==> src/design/conv_pkg.sv <==
package conv_pkg;

    // Byte width shared by pixels, weights, biases and results
    localparam int DATA_WIDTH = 8;

    // Kernel positions in a 3x3 window
    localparam int TAPS = 9;

    // 27 signed-by-unsigned byte products plus a bias fit here
    localparam int ACC_WIDTH = 22;

    localparam int DEFAULT_IN_CHANNELS    = 3;
    localparam int DEFAULT_OUT_CHANNELS   = 9;
    localparam int DEFAULT_PARALLEL_MULTS = 5;

    // Input FIFO depth, also the sender's starting credits
    localparam int INPUT_CREDITS = 4;

    // Starting credits the receiver grants the DUT
    localparam int OUTPUT_CREDITS = 4;

    localparam int TAP_W     = $clog2(TAPS);
    localparam int PIXEL_MAX = 2 ** DATA_WIDTH - 1;

    // FIFO entry is the weight tag on top of the byte
    localparam int IN_FIFO_W = DATA_WIDTH + 1;

    // Index width for n items, never below one bit
    function automatic int idx_w(input int n);
        return (n > 1) ? $clog2(n) : 1;
    endfunction

    // Counter width that can hold the value n itself
    function automatic int cnt_w(input int n);
        return $clog2(n + 1);
    endfunction

endpackage

==> src/design/window_buffer.sv <==
`timescale 1ns/1ps

module window_buffer #(
    parameter int IN_CHANNELS = conv_pkg::DEFAULT_IN_CHANNELS
) (
    input  logic                            clk,
    input  logic                            rst_n,
    input  logic                            wr_en,
    input  logic [conv_pkg::DATA_WIDTH-1:0] wr_data,
    input  logic                            take_window,
    output logic                            wr_ready,
    output logic                            window_full,
    output logic [conv_pkg::DATA_WIDTH-1:0] window [conv_pkg::TAPS*IN_CHANNELS]
);
    import conv_pkg::*;

    localparam int SLOTS = TAPS * IN_CHANNELS;
    localparam int CNT_W = cnt_w(SLOTS);

    logic [CNT_W-1:0] fill_count;
    logic             accept;

    assign window_full = (fill_count == CNT_W'(SLOTS));
    assign wr_ready    = !window_full;
    assign accept      = wr_en && wr_ready;

    // Window is released as soon as the MAC has its own copy
    always_ff @(posedge clk or negedge rst_n) begin
        if (!rst_n) begin
            fill_count <= '0;
        end else if (take_window) begin
            fill_count <= '0;
        end else if (accept) begin
            fill_count <= fill_count + 1'b1;
        end
    end

    // Arrival order is tap major, so slot = tap * IN_CHANNELS + channel
    always_ff @(posedge clk) begin
        if (accept) begin
            window[fill_count] <= wr_data;
        end
    end

endmodule

==> config.mk <==
export PLATFORM = sky130hd
export DESIGN_NAME = window_buffer
export DESIGN_NICKNAME = d
export VERILOG_FILES = /design/src/design/conv_pkg.sv /design/src/design/window_buffer.sv
export SDC_FILE = /design/constraint.sdc
export NUM_CORES = 1
export LEC_CHECK = 0
export BUFFER_PORTS_ARGS = -buffer_cell sky130_fd_sc_hd__buf_4
export CAP_MARGIN = 20
export CORE_MARGIN = 2
export CORE_UTILIZATION = 45
export DETAILED_ROUTE_END_ITERATION = 7
export GPL_TIMING_DRIVEN = 0
export MAX_ROUTING_LAYER = met4
export PLACE_DENSITY = 0.75
export SYNTH_ARGS = -nofsm -noshare
export SYNTH_HDL_FRONTEND = slang
export SYNTH_SLANG_ARGS = --single-unit
==> constraint.sdc <==
create_clock -name clk -period 1.6 [get_ports clk]
set_input_delay 0.08 -clock clk [delete_from_list [all_inputs] [get_ports clk]]
set_output_delay 0.08 -clock clk [all_outputs]
set_load 0.01 [all_outputs]
==> impl_metrics.env <==
export IMPL_finalInstanceArea_mm2=0.0103
export IMPL_fmax_mhz=634
export IMPL_routed_wl_um=16400
export IMPL_finalSetupViolations=0
export IMPL_hold_violations=0
export IMPL_crit_arrival_ps=1790
export IMPL_worstPathCellList="inv_2 -> ha_2 -> nand2_4 -> nor3_4 -> buf_12"
export IMPL_insertion_delay_ps=500
export IMPL_num_vias=3810
export IMPL_port_buffers=229
export IMPL_diodes=0
export IMPL_cp_required_ps=1810
export IMPL_dpl_hpwl_um=10300
export IMPL_cts_tree="yes"
export IMPL_cts_htree_levels=1
export IMPL_total_power_mw=11.9
export IMPL_cp_slowest_cell="dfrtp_2"
export IMPL_ys_flop_type="edfxtp_1"
export IMPL_grt_pass1_wl_um=22900
export IMPL_final_setup_tns_ps=0
export IMPL_peakVddDrop_mv=0.885
export IMPL_start_util=0.461
export IMPL_cp_slowest_stage_delay_ps=460
export IMPL_critPathKind="reg -> reg"
export IMPL_synth_edff_count=216
export IMPL_ant_nets=0
export IMPL_io_pins=230
export IMPL_critPathMaxFanout=8
export IMPL_relSlewSlack=0.706
export IMPL_syn_nets=313
export IMPL_track_usage=0.194
export IMPL_synthArstFlopShare=0.0226
export IMPL_final_cell_mix="buf_4, edfxtp_1, clkbuf_16"
export IMPL_switching_share=0.190
export IMPL_start_kind="flop"
export IMPL_layout_nets=584
export IMPL_vias_per_cell=4.80
export IMPL_grt_pass1_vias=3740
export IMPL_clock_skew_final_ps=19.6
export IMPL_p_comb_frac=0.027
export IMPL_grt_max_degree=28
export IMPL_cp_end_kind="flop"
export IMPL_gp_congestion=0.778
export IMPL_hold_path_class="in -> reg"
export IMPL_leakagePower_nw=3.79
export IMPL_cts_sinks=221
export IMPL_drc=0
export IMPL_drt_iter0_drc=251
export IMPL_root_buffer="clkbuf_16"
export IMPL_period_needed_ps=1580
export IMPL_fin_crit_sh=0.986
export IMPL_cts_buffers=23
export IMPL_drive_above_1_share=0.561
export IMPL_dr_pass1_iters=4
export IMPL_antenna_found_initial=0
export IMPL_status="complete, no violations"
export IMPL_synth_top_cell_by_area="edfxtp_1"
export IMPL_seq_area_frac_synth=0.939
export IMPL_synth_cells=296
export IMPL_power_frac_seq=0.540
export IMPL_powerDensity_mw_per_mm2=1150
export IMPL_rsz0062_at_grt="yes"
export IMPL_final_common_cell="buf_4"
export IMPL_clkTransAtPathRegs_ps=60
export IMPL_synth_cell_type_count=21
export IMPL_cts_buffer_depth=3
export IMPL_utilization=0.676
export IMPL_worst_slew_pin_slew_ps=441
export IMPL_slew_viol_final=0
export IMPL_wl_per_cell_um=20.6
export IMPL_syn2layout_area_growth_pct=46.5
export IMPL_dieArea_mm2=0.0167
export IMPL_p_sw_mw=2.26
export IMPL_yosys_top_cells_area="edfxtp_1, dfrtp_1, nor2_1"
export IMPL_internal_power_mw=9.61
export IMPL_ys_warn_count=0
export IMPL_coreArea_mm2=0.0153
export IMPL_avgSynthCellArea_um2=23.8
export IMPL_syn_area_mm2=0.00704
export IMPL_synth_seq_cells=221
export IMPL_rows=45
export IMPL_cap_viol_max_count=0
export IMPL_synth_top_area_frac=0.922
export IMPL_grt_overflow=0
export IMPL_die_y_um=129
export IMPL_die_w_um=129
export IMPL_power_frac_clock=0.433
export IMPL_place_area_mm2=0.00904
[through the flow]
stage | hold WS, ps | cells | setup WS (ps)
floorplan | -216 | 296 | -0.189
global placement | -116 | 736 | -278
detailed placement | -114 | 736 | -384
CTS | 6.83 | 791 | -96.2
global route | 13.7 | 794 | -31.1
finish | 9.55 | 794 | 22.3
[worst max-delay path, delay by kind of cell (launching register included)]
family                     cells  cell delay (ps)
and+or+nand+nor                2              330
DFF                            1              460
adders and majority gates      1              260
buffers and inverters          2              260
[cells in the mapped netlist (2+ instances only)]
cell type	n
ha_1	5
a21oi_1	3
nand3b_1	2
xor2_1	2
nand2_1	8
nor3_1	4
nand3_1	5
dfrtp_1	5
edfxtp_1	216
and2_1	2
nor2_1	24
inv_1	3
nand2b_1	4
a21o_1	2
nand4_1	2
buf_2	4
[logic make-up (layout without fill, tap and decap cells)]
group | Yosys count | in the layout | share of synthesized area
flip-flops | 221 | 221 | 0.939
AND/OR/NAND/NOR | 56 | 56 | 0.0405
buffers and inverters | 7 | 294 | 0.00444
adder cells (fa/ha/maj) | 5 | 5 | 0.00889
AO/OA/AOI/OAI | 5 | 5 | 0.00427
XOR/XNOR | 2 | 2 | 0.00249
[final timing paths]
path,startpoint,to,slack (ps),cells past startpoint
setup / recovery,fill_count[1],window[205],20,5
max in group asynchronous,rst_n,fill_count[3],840,3
hold / removal,wr_data[3],window[35],10,1
min in group asynchronous,rst_n,fill_count[0],530,3
hold reg to reg,fill_count[2],fill_count[2],650,2
setup reg to reg,fill_count[1],window[205],20,5
[power groups by stage]
stage | clock [mW] | sequential [mW] | combinational (mW)
finish | 5.14 | 6.41 | 0.326
global route | 5.46 | 6.41 | 0.351
CTS | 5.22 | 6.40 | 0.308
detailed placement | 0 | 6.53 | 0.252
global placement | 0 | 6.52 | 0.243
floorplan | 0 | 6.54 | 0.0451
[layout make-up]
type	instances	area [µm²]
sequential	221	6620
clock inverter	14	143
fill	982	4950
clock buffer	27	591
inverter	3	11.3
tap	211	264
timing repair buffer	246	1960
buffer	4	31.3
multi-input combinational	68	694
[per-layer routing]
metal | global-route usage | vias to the layer above | wire length (µm)
met4 | 0.0518 | 0 | 277
met2 | 0.315 | 177 | 8320
met3 | 0.0359 | 26 | 943
met1 | 0.258 | 1904 | 6820
met5 | - | - | 0
li1 | - | 1703 | -
[timing repair]
item,in CTS,in global routing
pin swaps,14,9
setup buffers,10,3
hold buffers,4,0
setup endpoints to repair,218,202
gates resized for setup,58,24
gates cloned,0,0
endpoints found under the hold margin,10,0
[state kept, by name, indices dropped and copies added (netlist names)]
| register | flops |
|---|---|
| fill_count | 5 |
| window | 216 |
Note: power is estimated with default switching activity, not from simulation.
