==> config.mk <==
export PLATFORM = sky130hd
export DESIGN_NAME = result_drain
export DESIGN_NICKNAME = d
export VERILOG_FILES = /design/src/design/conv_pkg.sv /design/src/design/result_drain.sv
export SDC_FILE = /design/constraint.sdc
export NUM_CORES = 1
export LEC_CHECK = 0
export ABC_AREA = 0
export BUFFER_PORTS_ARGS = -buffer_cell sky130_fd_sc_hd__buf_4
export CAP_MARGIN = 5
export CELL_PAD_IN_SITES_DETAIL_PLACEMENT = 1
export CELL_PAD_IN_SITES_GLOBAL_PLACEMENT = 2
export CORE_ASPECT_RATIO = 1.4
export CORE_MARGIN = 1
export CORE_UTILIZATION = 30
export DETAILED_ROUTE_END_ITERATION = 10
export PLACE_DENSITY = 0.86
export SETUP_SLACK_MARGIN = 0.15
export SYNTH_ARGS = -nofsm -noshare
export SYNTH_HDL_FRONTEND = slang
export SYNTH_SLANG_ARGS = --single-unit
==> constraint.sdc <==
create_clock -name clk -period 2.3 [get_ports clk]
set_clock_uncertainty 0.05 [all_clocks]
set_input_delay 0 -clock clk [delete_from_list [all_inputs] [get_ports clk]]
set_output_delay 0 -clock clk [all_outputs]
set_load 0.01 [all_outputs]
==> src/design/conv_pkg.sv <==
package conv_pkg;

    // Byte width shared by pixels, weights, biases and results
    localparam int DATA_WIDTH = 8;

    // Kernel positions in a 3x3 window
    localparam int TAPS = 9;

    // 27 signed-by-unsigned byte products plus a bias fit here
    localparam int ACC_WIDTH = 22;

    localparam int DEFAULT_IN_CHANNELS    = 3;
    localparam int DEFAULT_OUT_CHANNELS   = 9;
    localparam int DEFAULT_PARALLEL_MULTS = 5;

    // Input FIFO depth, also the sender's starting credits
    localparam int INPUT_CREDITS = 4;

    // Starting credits the receiver grants the DUT
    localparam int OUTPUT_CREDITS = 4;

    localparam int TAP_W     = $clog2(TAPS);
    localparam int PIXEL_MAX = 2 ** DATA_WIDTH - 1;

    // FIFO entry is the weight tag on top of the byte
    localparam int IN_FIFO_W = DATA_WIDTH + 1;

    // Index width for n items, never below one bit
    function automatic int idx_w(input int n);
        return (n > 1) ? $clog2(n) : 1;
    endfunction

    // Counter width that can hold the value n itself
    function automatic int cnt_w(input int n);
        return $clog2(n + 1);
    endfunction

endpackage

==> src/design/result_drain.sv <==
`timescale 1ns/1ps

module result_drain #(
    parameter int OUT_CHANNELS   = conv_pkg::DEFAULT_OUT_CHANNELS,
    parameter int OUTPUT_CREDITS = conv_pkg::OUTPUT_CREDITS
) (
    input  logic                                   clk,
    input  logic                                   rst_n,
    input  logic                                   acc_valid,
    input  logic signed [conv_pkg::ACC_WIDTH-1:0]  acc [OUT_CHANNELS],
    input  logic signed [conv_pkg::DATA_WIDTH-1:0] biases [OUT_CHANNELS],
    input  logic                                   out_credit,
    output logic                                   result_empty,
    output logic                                   out_valid,
    output logic [conv_pkg::DATA_WIDTH-1:0]        out_data
);
    import conv_pkg::*;

    localparam int CH_W = idx_w(OUT_CHANNELS);
    localparam int CR_W = cnt_w(OUTPUT_CREDITS);

    logic signed [ACC_WIDTH-1:0] sum [OUT_CHANNELS];
    logic [DATA_WIDTH-1:0]       clamped [OUT_CHANNELS];
    logic [DATA_WIDTH-1:0]       result [OUT_CHANNELS];
    logic                        holding;
    logic [CH_W-1:0]             send_ch;
    logic [CR_W-1:0]             credits;
    logic                        send;

    // Bias add then clamp to the pixel range, which also acts as ReLU
    always_comb begin
        for (int oc = 0; oc < OUT_CHANNELS; oc++) begin
            sum[oc] = acc[oc] + biases[oc];
            if (sum[oc] < 0) begin
                clamped[oc] = '0;
            end else if (sum[oc] > PIXEL_MAX) begin
                clamped[oc] = DATA_WIDTH'(PIXEL_MAX);
            end else begin
                clamped[oc] = sum[oc][DATA_WIDTH-1:0];
            end
        end
    end

    assign send         = holding && (credits != '0);
    assign out_valid    = send;
    assign out_data     = result[send_ch];
    assign result_empty = !holding;

    always_ff @(posedge clk) begin
        if (acc_valid) begin
            result <= clamped;
        end
    end

    always_ff @(posedge clk or negedge rst_n) begin
        if (!rst_n) begin
            holding <= 1'b0;
            send_ch <= '0;
            credits <= CR_W'(OUTPUT_CREDITS);
        end else begin
            credits <= credits + CR_W'(out_credit) - CR_W'(send);
            if (acc_valid) begin
                holding <= 1'b1;
                send_ch <= '0;
            end else if (send) begin
                if (send_ch == CH_W'(OUT_CHANNELS - 1)) begin
                    holding <= 1'b0;
                    send_ch <= '0;
                end else begin
                    send_ch <= send_ch + 1'b1;
                end
            end
        end
    end

endmodule

==> flow_metrics.env, run 1 <==
export IMPL_worstPathMaxFanout=8
export IMPL_setup_viol=72
export IMPL_globalplace_congestion=0.8633
export IMPL_drt_iter0_markers=451
export IMPL_syn2layout_area_growth_pct=67.04
export IMPL_hold_ws_ns=0.02979
export IMPL_worstPathRequired_ns=2.33
export IMPL_totalPowerFinal_mw=10.68
export IMPL_path_clk_slew_ns=0.06
export IMPL_grt_max_degree=53
export IMPL_clockBufferDepth=2
export IMPL_ir_drop_v=0.0002994
export IMPL_p_per_area_nw_per_um2=471.4
export IMPL_p_int_mw=6.408
export IMPL_max_stage_delay_ns=0.51
export IMPL_multi_input_area_sq_um=12380
export IMPL_fill_cells=5255
export IMPL_syn_area_per_cell_sq_um=8.180
export IMPL_root_buffer="clkbuf_16"
export IMPL_core_area_sq_um=44290
export IMPL_rsz0062_at_grt="true"
export IMPL_end_kind="register"
export IMPL_cts_made_buffers=9
export IMPL_post_route_period_util=1.185
export IMPL_combPwrFrac=0.652
export IMPL_portBuffers=283
export IMPL_die_w_um=181.7
export IMPL_hold_path_class="input pin to async pin"
export IMPL_avgRoutedWirePerCell_um=18.56
export IMPL_crit_chain="buf_6, ha_4, fa_2, a211o_1, a21oi_2, o21ai_2, a21oi_1, xor2_1, nand4_1, or4_4, nor4_4, buf_6, a21oi_2"
export IMPL_drive_gt1_frac=0.4618
export IMPL_num_io_pins=284
export IMPL_dp_slack_ns=-0.8527
export IMPL_ctsHtreeMaxLevel=3
export IMPL_worstSetupStartpointType="input pin"
export IMPL_post_route_drc_count=0
export IMPL_worstSkewPairLatency_ns=0.34
export IMPL_grt_pass1_vias=18470
export IMPL_crit_path_top_delay_cell="or4_4"
export IMPL_cp_data_arrival_time_ns=2.76
export IMPL_layout_commonest_cell="buf_4"
export IMPL_dieArea_sq_um=46070
export IMPL_worst_slew_pin_transition_ns=0.6770
export IMPL_postSynthCellCount=1658
export IMPL_hold_viol=0
export IMPL_drv_slew=0
export IMPL_worstSetupPathType="input pin to register"
export IMPL_p_seq_frac=0.201
export IMPL_cts_sinks=80
export IMPL_setup_ws_ns=-0.4258
export IMPL_fmax_ghz=0.3669
export IMPL_vias_per_cell=5.421
export IMPL_final_cell_mix="buf_4, ha_1, a21oi_1"
export IMPL_tritoncts="done"
export IMPL_final_cells=3048
export IMPL_timing_setup_tns_ns=-16.32
export IMPL_antenna_found_initial=2
export IMPL_vias=16520
export IMPL_ys_flop_type="edfxtp_1"
export IMPL_register_area_sq_um=2365
export IMPL_max_slew_margin_rel=0.5487
export IMPL_place_inst=3001
export IMPL_yosys_warnings=0
export IMPL_yosysUniqueCellTypes=80
export IMPL_outcome="finished, violations left"
export IMPL_syn_nets=2135
export IMPL_grt_pass1_wl_um=89270
export IMPL_violations="setup timing"
export IMPL_place_hpwl_um=47170
export IMPL_die_y_um=253.6
export IMPL_core_rowCount=91
export IMPL_layout_nets=2960
export IMPL_ant_nets=0
export IMPL_period_needed_ns=2.726
export IMPL_swShare=0.4000
export IMPL_grt_usage=0.2383
export IMPL_wl_um=56580
export IMPL_dr_pass1_iters=6
export IMPL_switching_power_mw=4.271
export IMPL_synth_edff_count=72
export IMPL_start_util=0.3062
export IMPL_seq_area_frac_synth=0.1743
export IMPL_power_frac_clock=0.147
export IMPL_ys_seq_elements=80
export IMPL_syn_cell_area_sq_um=13560
export IMPL_p_leak_nw=10.12
export IMPL_maxCapViolations=0
export IMPL_async_flop_share=0.1000
export IMPL_overflow=0
[cell families (layout without fill, tap and decap cells)]
kind of cell,Yosys count,after routing,share of synthesized area
AOI/OAI and AO/OA,657,657,0.3126
xor gates and xnor gates,110,110,0.07104
adders and majority gates,203,203,0.1928
buffers and inverters,122,952,0.03386
DFF,80,80,0.1743
muxes,47,47,0.05065
other,0,2,0
and+or+nand+nor,439,439,0.1648
[state kept, by name (all words and copies together) (netlist names)]
register  cells
credits       3
holding       1
result       72
send_ch       4
[timing repair]
action                                 4_1_cts  5_1_grt
endpoints found under the hold margin        9        0
resized for setup                          178       82
setup buffers                               20        7
hold buffers                                 2        0
setup endpoints to repair                   78       80
pin swaps                                   76       53
[per-stage QoR]
stage,utilization,cell area [sq um]
after floorplan,-,14080
after global placement,0.4699,20810
after detailed placement,0.4699,20810
after CTS,0.4991,22110
after global routing,0.5115,22650
final,0.5115,22650
[critical path: cells and delay by family]
family	cells	cell delay [ns]
compound gates	5	0.93
simple gates	3	0.86
fa+ha+maj	2	0.51
buf+inv	2	0.28
xor+xnor	1	0.18
[layer usage]
metal,track usage,up-vias,wire length (um)
met4,0.09443,0,2365
met5,0,-,0
li1,-,8046,-
met2,0.4896,320,31650
met3,0.01691,116,1239
met1,0.2449,8041,21330
[cell type report]
type	count	area share
timing repair buffer	853	0.2899
sequential	80	0.1044
clock buffer	9	0.009941
tap	558	0.03082
multi-input combinational	1456	0.5464
inverter	83	0.01386
antenna	2	0.0002209
clock inverter	7	0.004474
[cells in the mapped netlist, types with 10 or more instances]
master / n / share of area
a211oi_1: 21 / 0.012
mux4_2: 17 / 0.028
nor3b_1: 11 / 0.0061
fa_1: 10 / 0.015
nand3_1: 38 / 0.014
or3_1: 10 / 0.0046
nor3_1: 34 / 0.013
clkbuf_1: 35 / 0.0097
nor2_1: 113 / 0.031
mux2i_1: 27 / 0.020
a21oi_1: 228 / 0.084
o21ai_0: 111 / 0.041
nor4_1: 13 / 0.0060
nand4_1: 22 / 0.010
edfxtp_1: 72 / 0.16
ha_1: 193 / 0.18
inv_1: 83 / 0.023
and3_1: 14 / 0.0065
o21a_1: 35 / 0.019
a31oi_1: 29 / 0.013
nand2b_1: 27 / 0.012
o31ai_1: 13 / 0.0072
nand3b_1: 11 / 0.0061
xor2_1: 53 / 0.034
a21o_1: 55 / 0.030
nand2_1: 101 / 0.028
o22ai_1: 12 / 0.0055
o211ai_1: 23 / 0.013
o21bai_1: 30 / 0.017
nor2b_1: 12 / 0.0055
xnor2_1: 57 / 0.037
[worst paths after layout]
path	from	to	slack [ns]	cells after the start
setup / recovery	acc[88]	result[38]	-0.43	13
hold / removal	rst_n	send_ch[0]	0.03	2
setup reg to reg	credits[1]	credits[2]	0.22	10
hold reg to reg	holding	holding	0.53	1
max in group asynchronous	rst_n	credits[2]	1.96	2
min in group clk	acc[44]	result[16]	0.08	4
[power by group through the flow]
stage               registers [mW]  logic, mW  clock network, mW
floorplan                     2.03       3.36                  0
global placement              2.16       5.98                  0
detailed placement            2.16       6.22                  0
CTS                           2.14       6.65               1.60
global route                  2.17       7.55               1.66
finish                        2.14       6.96               1.57
(Power assumes the default switching activity.)
==> run 2, diff against run 1 <==
--- a/config.mk
+++ b/config.mk
@@ -10,7 +10,6 @@
 export CAP_MARGIN = 5
 export CELL_PAD_IN_SITES_DETAIL_PLACEMENT = 1
 export CELL_PAD_IN_SITES_GLOBAL_PLACEMENT = 2
-export CORE_ASPECT_RATIO = 1.4
 export CORE_MARGIN = 1
 export CORE_UTILIZATION = 30
 export DETAILED_ROUTE_END_ITERATION = 10
==> run 2 against run 1 <==
Compared with the run above: worst setup slack lost 0.074 ns; combinational power shrank 0.6%; core utilization grew 0.15 points; design area grew 0.57%; the run still ends with setup timing left; clock-buffer cell count is the same; hold slack gained 0.043 ns.
==> flow_metrics.env, run 2 (same netlist as run 1, synthesis figures left out) <==
export IMPL_outcome="finished, violations left"
export IMPL_violations="setup timing"
export IMPL_swShare=0.4064
export IMPL_crit_path_top_delay_cell="a21boi_0"
export IMPL_avgRoutedWirePerCell_um=18.04
export IMPL_antenna_found_initial=1
export IMPL_post_route_drc_count=0
export IMPL_drv_slew=0
export IMPL_overflow=0
export IMPL_cts_sinks=80
export IMPL_cp_num_buf_inv=5
export IMPL_worstSetupStartpointType="input pin"
export IMPL_drt_iter0_markers=553
export IMPL_fmax_ghz=0.3572
export IMPL_drive_gt1_frac=0.4619
export IMPL_cp_data_arrival_time_ns=2.83
export IMPL_grt_pass1_wl_um=89230
export IMPL_die_w_um=214.6
export IMPL_core_rowCount=77
export IMPL_syn2layout_area_growth_pct=68.00
export IMPL_num_io_pins=284
export IMPL_max_stage_delay_ns=0.47
export IMPL_worstPathRequired_ns=2.33
export IMPL_max_slew_margin_rel=0.5659
export IMPL_worstPathMaxFanout=8
export IMPL_worstSetupPathType="input pin to register"
export IMPL_wl_um=55700
export IMPL_vias=16340
export IMPL_timing_setup_tns_ns=-17.16
export IMPL_hold_ws_ns=0.07315
export IMPL_p_leak_nw=10.17
export IMPL_crit_chain="buf_6, ha_4, buf_4, buf_4, a211oi_1, o21ai_0, a21boi_0, buf_4, o31ai_1, nand2_1, mux2i_1, o41ai_2, nor4_4, buf_6, a21oi_2"
export IMPL_dieArea_sq_um=46060
export IMPL_worst_path_most_repeated_cell="buf_4"
export IMPL_power_frac_clock=0.130
export IMPL_path_clk_slew_ns=0.07
export IMPL_vias_per_cell=5.294
export IMPL_cpLargestDelayFamily="compound AO/OA/AOI/OAI gates"
export IMPL_end_kind="register"
export IMPL_ant_nets=0
export IMPL_regMostFlops="result"
export IMPL_portBuffers=283
export IMPL_maxCapViolations=0
export IMPL_largest_reg_flops=72
export IMPL_combPwrFrac=0.663
export IMPL_post_route_period_util=1.217
export IMPL_worstSkewPairLatency_ns=0.34
export IMPL_ir_drop_v=0.0002990
export IMPL_hold_viol=0
export IMPL_clockBufferDepth=2
export IMPL_period_needed_ns=2.800
export IMPL_p_per_area_nw_per_um2=458.4
export IMPL_root_buffer="clkbuf_16"
export IMPL_r2r_setup_slack_ns=0.26
export IMPL_cts_made_buffers=9
export IMPL_p_seq_frac=0.208
export IMPL_dr_pass1_iters=4
export IMPL_setup_ws_ns=-0.4999
export IMPL_hold_path_class="input pin to register"
export IMPL_grt_max_degree=78
export IMPL_layout_nets=2966
export IMPL_p_int_mw=6.200
export IMPL_core_area_sq_um=44410
export IMPL_top_regs="result x72, send_ch x4, credits x3"
export IMPL_layout_commonest_cell="buf_4"
export IMPL_final_cell_mix="buf_4, ha_1, a21oi_1"
export IMPL_rsz0062_at_grt="true"
export IMPL_grt_pass1_vias=17940
export IMPL_die_y_um=214.6
export IMPL_globalplace_congestion=0.9202
export IMPL_start_util=0.3053
export IMPL_ctsHtreeMaxLevel=3
export IMPL_setup_viol=72
export IMPL_worst_slew_pin_transition_ns=0.6430
export IMPL_fill_cells=5219
export IMPL_tritoncts="done"
export IMPL_grt_usage=0.2323
export IMPL_switching_power_mw=4.245
export IMPL_place_hpwl_um=45720
[run 2: area by class of cell]
| class | instances | area (sq um) | area share |
|---|---|---|---|
| Multi-Input combinational cell | 1456 | 12390 | 0.5440 |
| Timing Repair Buffer | 859 | 6691 | 0.2937 |
| Sequential cell | 80 | 2365 | 0.1038 |
| Tap cell | 592 | 740.7 | 0.03251 |
| Inverter | 83 | 311.5 | 0.01367 |
| Clock buffer | 9 | 225.2 | 0.009885 |
| Clock inverter | 7 | 53.80 | 0.002361 |
| Antenna cell | 1 | 2.502 | 0.0001098 |
[run 2: tightest hold or removal path: stages]
cell,delay (ns)
buf_6,0.08
ha_4,0.12
nor3_4,0.04
nor2_2,0.11
[run 2: path summary, 6_finish.rpt]
kind | from | depth (start not counted) | endpoint
worst max-delay path | biases[32] | 15 | result[34]
worst min-delay path | acc[22] | 4 | result[8]
worst max register to register | credits[2] | 10 | credits[2]
worst min register to register | holding | 1 | holding
max in group asynchronous | rst_n | 3 | send_ch[1]
min in group asynchronous | rst_n | 2 | credits[2]
[run 2: stage by stage]
step / utilization / std cells / power, mW / setup slack, ns / instance area [sq um]
global route: 0.5130 / 3087 / 11.17 / -0.5645 / 22780
CTS: 0.4935 / 3066 / 10.08 / -0.4558 / 21920
detailed placement: 0.4681 / 3025 / 8.333 / -0.9170 / 20790
finish: 0.5130 / 3087 / 10.45 / -0.4999 / 22780
global placement: 0.4681 / 3025 / 8.090 / -0.8566 / 20790
floorplan: - / 1658 / 5.382 / -0.6305 / 14080
[run 2: timing repair]
action | 4_1_cts | 5_1_grt
pin swaps | 60 | 51
resized for setup | 151 | 116
endpoints found under the hold margin | 9 | 0
setup buffers | 22 | 20
endpoints found under the setup margin | 80 | 74
hold buffers | 3 | 0
[run 2: power groups by stage]
| stage | logic (mW) | clock network [mW] | registers (mW) |
|---|---|---|---|
| after floorplan | 3.36 | 0 | 2.03 |
| after global placement | 5.91 | 0 | 2.18 |
| after detailed placement | 6.15 | 0 | 2.19 |
| after CTS | 6.53 | 1.39 | 2.17 |
| after global routing | 7.52 | 1.45 | 2.20 |
| final | 6.92 | 1.36 | 2.17 |
[run 2: per-layer routing]
| metal | track usage | wire, um | vias to the layer above |
|---|---|---|---|
| met2 | 0.4307 | 28840 | 245 |
| met4 | 0.04762 | 922 | 0 |
| li1 | - | - | 8038 |
| met3 | 0.01532 | 1236 | 49 |
| met5 | 0 | 0 | - |
| met1 | 0.2932 | 24700 | 8011 |
